<file path="src/rtl/cl_state_pkg.sv">
// Command layer state encodings and settle timing
package cl_state_pkg;

  // Read sequencer
  typedef enum logic [1:0] {
    RD_IDLE      = 2'd0,
    RD_WAIT_DATA = 2'd1
  } read_state_e;

  // Write sequencer, one data frame per DMA activate
  typedef enum logic [1:0] {
    WR_IDLE         = 2'd0,
    WR_WAIT_DMA_ACT = 2'd1,
    WR_WAIT_DATA    = 2'd2,
    WR_SEND_DATA    = 2'd3
  } write_state_e;

  // Cycles to wait after reset or soft reset before accepting commands
  localparam logic [1:0] SETTLE_CYCLES = 2'd2;

endpackage

</file>
<file path="src/rtl/sata_fis_pkg.sv">
// SATA FIS definitions: ATA command codes, register values and the status byte layout
package sata_fis_pkg;

  // ATA commands used by the DMA sequencers
  localparam logic [7:0] CMD_DMA_READ_EX  = 8'h25;
  localparam logic [7:0] CMD_DMA_WRITE_EX = 8'h35;

  // Device register with the LBA mode bit set
  localparam logic [7:0] DEVICE_LBA = 8'h40;

  // Soft reset bit of the device control register
  localparam int SRST_BIT = 2;

  // ATA status flags, MSB first
  typedef struct packed {
    logic busy;
    logic drdy;
    logic df;
    logic dsc;
    logic drq;
    logic corr;
    logic idx;
    logic err;
  } ata_status_s;

  typedef union packed {
    logic [7:0]  raw;
    ata_status_s flags;
  } ata_status_u;

endpackage

</file>
<file path="src/rtl/cl_seq_if.sv">
// Command layer internal bus between control machine, sequencers and register block
`timescale 1ns/1ps

interface cl_seq_if;

  // From the control machine
  logic idle;
  logic abort;

  // From the sequencers
  logic read_active;
  logic first_read;
  logic write_active;
  logic first_write;

  modport control (output idle, abort, input read_active, write_active);

  modport read_seq (input idle, abort, output read_active, first_read);

  modport write_seq (input idle, abort, output write_active, first_write);

  modport regs (input first_read, first_write);

endinterface

</file>
<file path="src/rtl/cl_control.sv">
// Command layer control machine: settle timer, soft reset, status capture and busy flag
`timescale 1ns/1ps

module cl_control (
  input  logic        clk,
  input  logic        reset_timeout,
  input  logic        linkup,
  input  logic        transport_layer_ready,
  input  logic        send_user_command_stb,
  input  logic        command_layer_reset,
  input  logic        send_sync_escape,
  input  logic        t_d2h_reg_stb,
  input  logic        t_set_device_bits_stb,
  input  logic [7:0]  d2h_status,
  cl_seq_if.control   seq,
  output logic        user_cmd_stb,
  output logic        t_send_control_stb,
  output logic        srst,
  output logic        sata_busy,
  output logic        hard_drive_error,
  output logic        command_layer_ready
);
  import sata_fis_pkg::*;
  import cl_state_pkg::*;

  logic [1:0]  settle_count;
  logic        settle_done;
  logic        prev_user_cmd;
  ata_status_u status;

  // Holding command_layer_reset counts as a pending soft reset
  assign seq.idle = !seq.read_active && !seq.write_active &&
                    !command_layer_reset && transport_layer_ready;
  assign seq.abort = command_layer_reset || !settle_done || send_sync_escape;

  assign command_layer_ready = seq.idle && settle_done;
  assign hard_drive_error    = status.flags.err;

  always_ff @(posedge clk) begin
    if (!reset_timeout || !linkup) begin
      settle_count       <= '0;
      settle_done        <= 1'b0;
      prev_user_cmd      <= 1'b0;
      user_cmd_stb       <= 1'b0;
      t_send_control_stb <= 1'b0;
      srst               <= 1'b0;
      status.raw         <= '0;
      sata_busy          <= 1'b1;
    end else begin
      user_cmd_stb       <= 1'b0;
      t_send_control_stb <= 1'b0;

      if (settle_count < SETTLE_CYCLES) begin
        settle_count <= settle_count + 2'd1;
      end
      settle_done <= (settle_count == SETTLE_CYCLES);

      // Rising edge of the user command request
      prev_user_cmd <= send_user_command_stb;
      if (send_user_command_stb && !prev_user_cmd) begin
        user_cmd_stb <= 1'b1;
      end

      // Enter soft reset and restart the settle timer
      if (command_layer_reset && !srst) begin
        srst               <= 1'b1;
        t_send_control_stb <= 1'b1;
        settle_count       <= '0;
        settle_done        <= 1'b0;
      end else if (srst && seq.idle && settle_done) begin
        srst               <= 1'b0;
        t_send_control_stb <= 1'b1;
      end

      if (t_d2h_reg_stb || t_set_device_bits_stb) begin
        status.raw <= d2h_status;
      end

      // A running sequence counts as an outstanding command
      if (user_cmd_stb || t_send_control_stb || send_user_command_stb ||
          seq.read_active || seq.write_active) begin
        sata_busy <= 1'b1;
      end
      if (t_d2h_reg_stb || send_sync_escape) begin
        sata_busy <= 1'b0;
      end
    end
  end

  // Enter and leave of soft reset never fire back to back
  assert property (@(posedge clk) disable iff (!reset_timeout || !linkup)
    t_send_control_stb |=> !t_send_control_stb);

endmodule

</file>
<file path="src/rtl/cl_h2d_regs.sv">
// Host-to-device register values: command latch, LBA selection and control byte
`timescale 1ns/1ps

module cl_h2d_regs (
  input  logic        clk,
  input  logic        reset_timeout,
  input  logic        write_data_en,
  input  logic        read_data_en,
  input  logic        single_rdwr,
  input  logic        send_user_command_stb,
  input  logic [7:0]  hard_drive_command,
  input  logic [47:0] sector_address,
  input  logic [15:0] sector_count,
  input  logic [47:0] d2h_lba,
  input  logic        srst,
  cl_seq_if.regs      seq,
  output logic [7:0]  h2d_command,
  output logic [7:0]  h2d_control,
  output logic [7:0]  h2d_device,
  output logic [47:0] h2d_lba,
  output logic [15:0] h2d_sector_count
);
  import sata_fis_pkg::*;

  always_ff @(posedge clk) begin
    if (!reset_timeout) begin
      h2d_command <= '0;
    end else if (write_data_en) begin
      h2d_command <= CMD_DMA_WRITE_EX;
    end else if (read_data_en) begin
      h2d_command <= CMD_DMA_READ_EX;
    end else if (send_user_command_stb) begin
      h2d_command <= hard_drive_command;
    end
  end

  // Later blocks of a multi-block transfer continue after the device's last LBA
  always_comb begin
    h2d_lba = sector_address;
    if (write_data_en) begin
      if (!single_rdwr && !seq.first_write) begin
        h2d_lba = d2h_lba + 48'd1;
      end
    end else if (read_data_en) begin
      if (!single_rdwr && !seq.first_read) begin
        h2d_lba = d2h_lba + 48'd1;
      end
    end
  end

  always_comb begin
    h2d_control           = '0;
    h2d_control[SRST_BIT] = srst;
  end

  assign h2d_device       = DEVICE_LBA;
  assign h2d_sector_count = sector_count;

endmodule

</file>
<file path="src/rtl/cl_read_seq.sv">
// DMA read sequencer with sync escape generation
`timescale 1ns/1ps

module cl_read_seq (
  input  logic        clk,
  input  logic        reset_timeout,
  input  logic        linkup,
  input  logic        read_data_en,
  input  logic        single_rdwr,
  input  logic        send_sync_escape,
  input  logic        command_layer_reset,
  input  logic        t_d2h_reg_stb,
  cl_seq_if.read_seq  seq,
  output logic        read_cmd_stb,
  output logic        sync_escape
);
  import cl_state_pkg::*;

  read_state_e state;
  logic        single_prev;
  logic        first_read;

  assign seq.read_active = (state != RD_IDLE);
  assign seq.first_read  = first_read;

  always_ff @(posedge clk) begin
    if (!reset_timeout || !linkup) begin
      state        <= RD_IDLE;
      read_cmd_stb <= 1'b0;
      sync_escape  <= 1'b0;
      single_prev  <= 1'b0;
      first_read   <= 1'b1;
    end else begin
      read_cmd_stb <= 1'b0;
      sync_escape  <= 1'b0;

      if (!read_data_en) begin
        single_prev <= 1'b0;
      end

      case (state)
        RD_IDLE: begin
          if (!read_data_en) begin
            first_read <= 1'b1;
          end else if (seq.idle && !seq.abort && (!single_rdwr || !single_prev)) begin
            // Single mode issues one command per assertion of read_data_en
            single_prev  <= 1'b1;
            read_cmd_stb <= 1'b1;
            state        <= RD_WAIT_DATA;
          end
        end
        RD_WAIT_DATA: begin
          if (t_d2h_reg_stb) begin
            first_read <= 1'b0;
            state      <= RD_IDLE;
          end
        end
        default: state <= RD_IDLE;
      endcase

      if (seq.abort) begin
        state <= RD_IDLE;
      end

      // Cancel an open read on soft reset
      if (send_sync_escape || (command_layer_reset && state != RD_IDLE)) begin
        sync_escape <= 1'b1;
      end
    end
  end

  // Read commands start from RD_IDLE and never during soft reset or sync escape
  assert property (@(posedge clk) disable iff (!reset_timeout || !linkup)
    read_cmd_stb |-> $past(state == RD_IDLE && !command_layer_reset && !send_sync_escape));

endmodule

</file>
<file path="src/rtl/cl_write_seq.sv">
// DMA write sequencer with DMA activate handshake and data frame strobes
`timescale 1ns/1ps

module cl_write_seq (
  input  logic        clk,
  input  logic        reset_timeout,
  input  logic        linkup,
  input  logic        write_data_en,
  input  logic        single_rdwr,
  input  logic        transport_layer_ready,
  input  logic        t_dma_activate_stb,
  input  logic        t_if_activate,
  input  logic        t_d2h_reg_stb,
  cl_seq_if.write_seq seq,
  output logic        write_cmd_stb,
  output logic        t_send_data_stb,
  output logic        t_if_ready
);
  import cl_state_pkg::*;

  write_state_e state;
  logic         single_prev;
  logic         first_write;
  logic         dma_act_seen;
  logic         data_ready_en;

  assign seq.write_active = (state != WR_IDLE);
  assign seq.first_write  = first_write;
  assign t_if_ready       = data_ready_en;

  always_ff @(posedge clk) begin
    if (!reset_timeout || !linkup) begin
      state           <= WR_IDLE;
      write_cmd_stb   <= 1'b0;
      t_send_data_stb <= 1'b0;
      single_prev     <= 1'b0;
      first_write     <= 1'b1;
      dma_act_seen    <= 1'b0;
      data_ready_en   <= 1'b0;
    end else begin
      write_cmd_stb   <= 1'b0;
      t_send_data_stb <= 1'b0;

      // Transport took the data phase
      if (data_ready_en && t_if_activate) begin
        data_ready_en <= 1'b0;
      end

      if (!write_data_en) begin
        single_prev <= 1'b0;
      end

      // Keep the DMA activate pulse until the FSM gets to it
      if (t_dma_activate_stb) begin
        dma_act_seen <= 1'b1;
      end

      case (state)
        WR_IDLE: begin
          dma_act_seen <= 1'b0;
          if (!write_data_en) begin
            first_write <= 1'b1;
          end else if (seq.idle && !seq.abort && (!single_rdwr || !single_prev)) begin
            single_prev   <= 1'b1;
            write_cmd_stb <= 1'b1;
            state         <= WR_WAIT_DMA_ACT;
          end
        end
        WR_WAIT_DMA_ACT: begin
          if (dma_act_seen) begin
            dma_act_seen  <= 1'b0;
            first_write   <= 1'b0;
            data_ready_en <= 1'b1;
            state         <= WR_WAIT_DATA;
          end
        end
        WR_WAIT_DATA: begin
          if (t_if_activate) begin
            state <= WR_SEND_DATA;
          end
        end
        WR_SEND_DATA: begin
          // Data FIS goes out once the transport can take it
          if (transport_layer_ready) begin
            t_send_data_stb <= 1'b1;
            state           <= WR_WAIT_DMA_ACT;
          end
        end
        default: state <= WR_IDLE;
      endcase

      if (seq.abort || t_d2h_reg_stb) begin
        state         <= WR_IDLE;
        data_ready_en <= 1'b0;
      end
    end
  end

  // Data frames need a ready transport and a data phase already taken
  assert property (@(posedge clk) disable iff (!reset_timeout || !linkup)
    t_send_data_stb |-> $past(transport_layer_ready && !data_ready_en));

endmodule

</file>
<file path="src/rtl/sata_command_layer.sv">
// SATA host command layer top: control machine, DMA sequencers and H2D registers
`timescale 1ns/1ps

module sata_command_layer (
  input  logic        clk,
  input  logic        reset_timeout,
  input  logic        linkup,
  input  logic        transport_layer_ready,
  input  logic        send_user_command_stb,
  input  logic        command_layer_reset,
  input  logic        send_sync_escape,
  input  logic        read_data_en,
  input  logic        write_data_en,
  input  logic        single_rdwr,
  input  logic        t_d2h_reg_stb,
  input  logic        t_set_device_bits_stb,
  input  logic        t_dma_activate_stb,
  input  logic        t_if_activate,
  input  logic [7:0]  hard_drive_command,
  input  logic [7:0]  d2h_status,
  input  logic [15:0] sector_count,
  input  logic [47:0] sector_address,
  input  logic [47:0] d2h_lba,
  output logic        command_layer_ready,
  output logic        sata_busy,
  output logic        hard_drive_error,
  output logic        sync_escape,
  output logic        t_send_command_stb,
  output logic        t_send_control_stb,
  output logic        t_send_data_stb,
  output logic        t_if_ready,
  output logic [7:0]  h2d_command,
  output logic [7:0]  h2d_control,
  output logic [7:0]  h2d_device,
  output logic [47:0] h2d_lba,
  output logic [15:0] h2d_sector_count
);

  logic user_cmd_stb;
  logic read_cmd_stb;
  logic write_cmd_stb;
  logic srst;

  cl_seq_if seq_if ();

  // One command FIS strobe for user, read and write requests
  assign t_send_command_stb = user_cmd_stb | read_cmd_stb | write_cmd_stb;

  cl_control u_control (
    .clk                   (clk),
    .reset_timeout         (reset_timeout),
    .linkup                (linkup),
    .transport_layer_ready (transport_layer_ready),
    .send_user_command_stb (send_user_command_stb),
    .command_layer_reset   (command_layer_reset),
    .send_sync_escape      (send_sync_escape),
    .t_d2h_reg_stb         (t_d2h_reg_stb),
    .t_set_device_bits_stb (t_set_device_bits_stb),
    .d2h_status            (d2h_status),
    .seq                   (seq_if.control),
    .user_cmd_stb          (user_cmd_stb),
    .t_send_control_stb    (t_send_control_stb),
    .srst                  (srst),
    .sata_busy             (sata_busy),
    .hard_drive_error      (hard_drive_error),
    .command_layer_ready   (command_layer_ready)
  );

  cl_read_seq u_read_seq (
    .clk                 (clk),
    .reset_timeout       (reset_timeout),
    .linkup              (linkup),
    .read_data_en        (read_data_en),
    .single_rdwr         (single_rdwr),
    .send_sync_escape    (send_sync_escape),
    .command_layer_reset (command_layer_reset),
    .t_d2h_reg_stb       (t_d2h_reg_stb),
    .seq                 (seq_if.read_seq),
    .read_cmd_stb        (read_cmd_stb),
    .sync_escape         (sync_escape)
  );

  cl_write_seq u_write_seq (
    .clk                   (clk),
    .reset_timeout         (reset_timeout),
    .linkup                (linkup),
    .write_data_en         (write_data_en),
    .single_rdwr           (single_rdwr),
    .transport_layer_ready (transport_layer_ready),
    .t_dma_activate_stb    (t_dma_activate_stb),
    .t_if_activate         (t_if_activate),
    .t_d2h_reg_stb         (t_d2h_reg_stb),
    .seq                   (seq_if.write_seq),
    .write_cmd_stb         (write_cmd_stb),
    .t_send_data_stb       (t_send_data_stb),
    .t_if_ready            (t_if_ready)
  );

  cl_h2d_regs u_h2d_regs (
    .clk                   (clk),
    .reset_timeout         (reset_timeout),
    .write_data_en         (write_data_en),
    .read_data_en          (read_data_en),
    .single_rdwr           (single_rdwr),
    .send_user_command_stb (send_user_command_stb),
    .hard_drive_command    (hard_drive_command),
    .sector_address        (sector_address),
    .sector_count          (sector_count),
    .d2h_lba               (d2h_lba),
    .srst                  (srst),
    .seq                   (seq_if.regs),
    .h2d_command           (h2d_command),
    .h2d_control           (h2d_control),
    .h2d_device            (h2d_device),
    .h2d_lba               (h2d_lba),
    .h2d_sector_count      (h2d_sector_count)
  );

endmodule

</file>
<file path="config.mk">
export PLATFORM = sky130hd
export DESIGN_NAME = sata_command_layer
export DESIGN_NICKNAME = d
export VERILOG_FILES = /design/src/rtl/cl_state_pkg.sv /design/src/rtl/sata_fis_pkg.sv /design/src/rtl/cl_seq_if.sv /design/src/rtl/cl_control.sv /design/src/rtl/cl_h2d_regs.sv /design/src/rtl/cl_read_seq.sv /design/src/rtl/cl_write_seq.sv /design/src/rtl/sata_command_layer.sv
export SDC_FILE = /design/constraint.sdc
export NUM_CORES = 1
export LEC_CHECK = 0
export BUFFER_PORTS_ARGS = -buffer_cell sky130_fd_sc_hd__clkbuf_2
export CAP_MARGIN = 10
export CORE_AREA = 2 2 93 95
export DETAILED_ROUTE_END_ITERATION = 8
export DIE_AREA = 0 0 95 97
export PLACE_DENSITY_LB_ADDON = 0.3
export SYNTH_ARGS = -nofsm -noshare
export SYNTH_HDL_FRONTEND = slang
export SYNTH_HIERARCHICAL = 1
export SYNTH_SLANG_ARGS = --single-unit
</file>
<file path="constraint.sdc">
create_clock -name clk -period 4.55 [get_ports clk]
set_input_delay 0.455 -clock clk [delete_from_list [all_inputs] [get_ports clk]]
set_output_delay 0.455 -clock clk [all_outputs]
set_load 0.01 [all_outputs]
</file>
==> results.txt <==
Pwr per Cell Area -> 181 nW/um2
Cells after synthesis -> 437
DRC viols -> 0
Max reg flops -> 8
Die Height -> 97 um
Sequential share of the synthesized area -> 0.190
Global-route wire length before repair -> 14.8 mm
DP HPWL -> 7.57 mm
Sw Ratio -> 0.288
Register area -> 601 um2
Total number of vias -> 3549
Power Internal -> 0.520 mW
Crit path largest cell delay -> 0.51 ns
Resize count post-CTS -> 0
CTS Hold Bufs -> 0
Unrepaired setup endpoints after global routing -> false
WP data arrival -> 2.35 ns
Placed insts -> 688
Slew margin rel. -> 0.437
N_diodes -> 0
Core ar. -> 8130 um2
Avg Cell Area, Syn -> 7.23 um2
Largest cells by area after synthesis -> dfxtp_1 (19%), buf_4 (8.3%), nand2_1 (7.8%)
First drt pass iteration count -> 5
Part of the cycle the worst path needs -> 0.616
Comb power frac -> 0.270
Sw power -> 0.211 mW
Worst Slack Setup Final -> 1.75 ns
CTS tree -> done
CP bufs+invs -> 2
Rows -> 33
Share of cells above drive strength 1 -> 0.362
Antenna viol nets, final -> 0
Cell taking the most area after synthesis -> dfxtp_1
Per-cell routed wire length -> 13.2 um
Post-layout util -> 0.495
# setup viols final -> 0
Die width -> 95 um
Crit Path Max Fanout -> 13
Max-slew violations -> 0
Io pins -> 238
Worst vdd ir -> 0.0000948 V
Start point of the critical path -> d2h_lba[8]
Total grt overflow -> 0
Antenna violations before repair -> 0
Critical path data required time -> 4.09 ns
Max-Cap Viols -> 0
Outcome -> finished, final reports clean
Yosys top cell area share -> 0.190
Final RePlAce weighted congestion -> 0.841
Clk_lat worst skew -> 0.28 ns
Die area -> 9220 um2
Worst r2r src -> u_write_seq/state[0]
Clk network pwr share -> 0.357
Hold Slack -> 0.382 ns
Vias per std cell -> 5.10
Drt first-iter violations -> 92
Slowest stage cell, crit path -> or4_1
Setup bufs post-CTS -> 0
Netlist cell types -> 60
Setup TNS -> 0 ns
PortBufs -> 183
Final cell count without fillers -> 696
EDFF count, synth -> 0
CP Capture Type -> output port
Post-synthesis register bit count -> 30
CTS Root Cell -> clkbuf_8
Leak -> 1.86 nW
Initial core utilization -> 0.389
Layout area overhead -> 27.4%
Startpoint type of the worst setup path -> input port
Top flop regs -> u_h2d_regs/h2d_command: 8 flops, u_control/settle_count: 2 flops, u_write_seq/state: 2 flops
Detailed Route WL -> 9.21 mm
Fin nets -> 738
Filler cells -> 841
CTS Sinks -> 30
Crit-path cells -> clkbuf_2 > and3_1 > and4_4 > nand3_4 > or4_1 > a31oi_1 > clkbuf_2
Syn. warnings -> 6
Post-layout minimum cycle time -> 2.80 ns
Max clock buf depth -> 2
Worst Hold Class -> flop to flop
Worst-Margin Slew -> 0.842 ns
CP Class -> input port to output port
Synthesized cell area -> 3160 um2
Final Skew -> 0.00543 ns
GRT Util Overall -> 0.194
Kind of cell adding the most delay to the critical path -> simple AND/OR/NAND/NOR gates
Hold Vio Cnt, Final -> 0
DP Worst Slack -> 1.76 ns
Largest net degree at the start of global routing -> 42
Multi-input gate area in the final layout -> 2210 um2
Vias in the first global route -> 3363
Fmax -> 357 MHz
Sequential share of power -> 0.373
Cts bufs inserted -> 5
Hold_sp -> u_control/prev_user_cmd
Largest Register -> u_h2d_regs/h2d_command
Most frequently used flop master after synthesis -> dfxtp_1
Async SR Flop Fraction -> 0
Top cell by count, worst path -> clkbuf_2
Clk slew on worst S/H paths -> 0.07 ns
H-tree depth -> 2
[kinds of logic (layout without fill, tap and decap cells)]
family | Yosys count | count (layout) | synth area share
buffers and inverters | 63 | 204 | 0.129
XOR/XNOR | 35 | 35 | 0.0970
other | 2 | 15 | 0.00238
multiplexers | 10 | 10 | 0.0321
flip-flops | 30 | 30 | 0.190
AO/OA/AOI/OAI | 83 | 83 | 0.157
adder cells (fa/ha/maj) | 6 | 6 | 0.0238
AND/OR/NAND/NOR | 208 | 208 | 0.369
[through the flow]
stage | instance area, um2 | total power [mW]
5_1_grt | 4030 | 0.773
3_5_place_dp | 3920 | 0.476
2_1_floorplan | 3210 | 0.391
4_1_cts | 4030 | 0.741
6_report | 4030 | 0.730
3_3_place_gp | 3920 | 0.473
[synthesized netlist by cell type (6+ instances only)]
cell type,instances
a21oi_1,7
a31oi_1,12
and2_1,7
and3_1,9
buf_4,35
clkbuf_1,11
dfxtp_1,30
ha_1,6
inv_1,10
mux2i_1,9
nand2_1,66
nand3_1,12
nand4_1,19
nor2_1,29
nor3_1,14
o21ai_0,40
o31ai_1,8
or3_1,6
or4_1,9
xnor2_1,17
xor2_1,18
[cell usage in the layout, fill, tap and decap left out, types with 9 or more instances in the layout]
cell | synthesis | routed
a31oi_1 | 12 | 12
and3_1 | 9 | 9
clkbuf_2 | 0 | 183
conb_1 | 2 | 15
dfxtp_1 | 30 | 30
inv_1 | 10 | 10
mux2i_1 | 9 | 9
nand2_1 | 66 | 66
nand3_1 | 12 | 12
nand4_1 | 19 | 19
nor2_1 | 29 | 29
nor3_1 | 14 | 14
o21ai_0 | 40 | 40
or4_1 | 9 | 9
xnor2_1 | 17 | 17
xor2_1 | 18 | 18
[final timing paths]
kind / end / slack (ns) / cells after the start
worst max register to register: u_write_seq/state[0] / 2.27 / 8
worst min-delay path: u_control/user_cmd_stb / 0.38 / 1
worst max-delay path: h2d_lba[46] / 1.75 / 7
worst min register to register: u_control/user_cmd_stb / 0.38 / 1
[per-layer routing]
metal | share of wire | track usage | vias to the layer above | wire, um
met2 | 0.50 | 0.355 | 131 | 4630
met1 | 0.42 | 0.225 | 1588 | 3830
met5 | 0 | 0 | - | 0
met3 | 0.069 | 0.0312 | 11 | 636
met4 | 0.012 | 0.0591 | 0 | 112
li1 | - | - | 1819 | -
[power by group through the flow]
stage | combinational, mW | clock [mW] | sequential [mW]
after global placement | 0.195 | 0 | 0.278
after global routing | 0.219 | 0.280 | 0.273
final | 0.197 | 0.260 | 0.273
after detailed placement | 0.198 | 0 | 0.279
after floorplan | 0.111 | 0 | 0.280
after CTS | 0.199 | 0.269 | 0.273
[cell type report]
cell class,instances,share of cell area
clock buffer,5,0.0171
inverter,11,0.0103
clock inverter,3,0.00994
multi-input combinational,357,0.550
tap,105,0.0326
sequential,30,0.149
timing repair buffer,185,0.231
(Power assumes the default switching activity.)
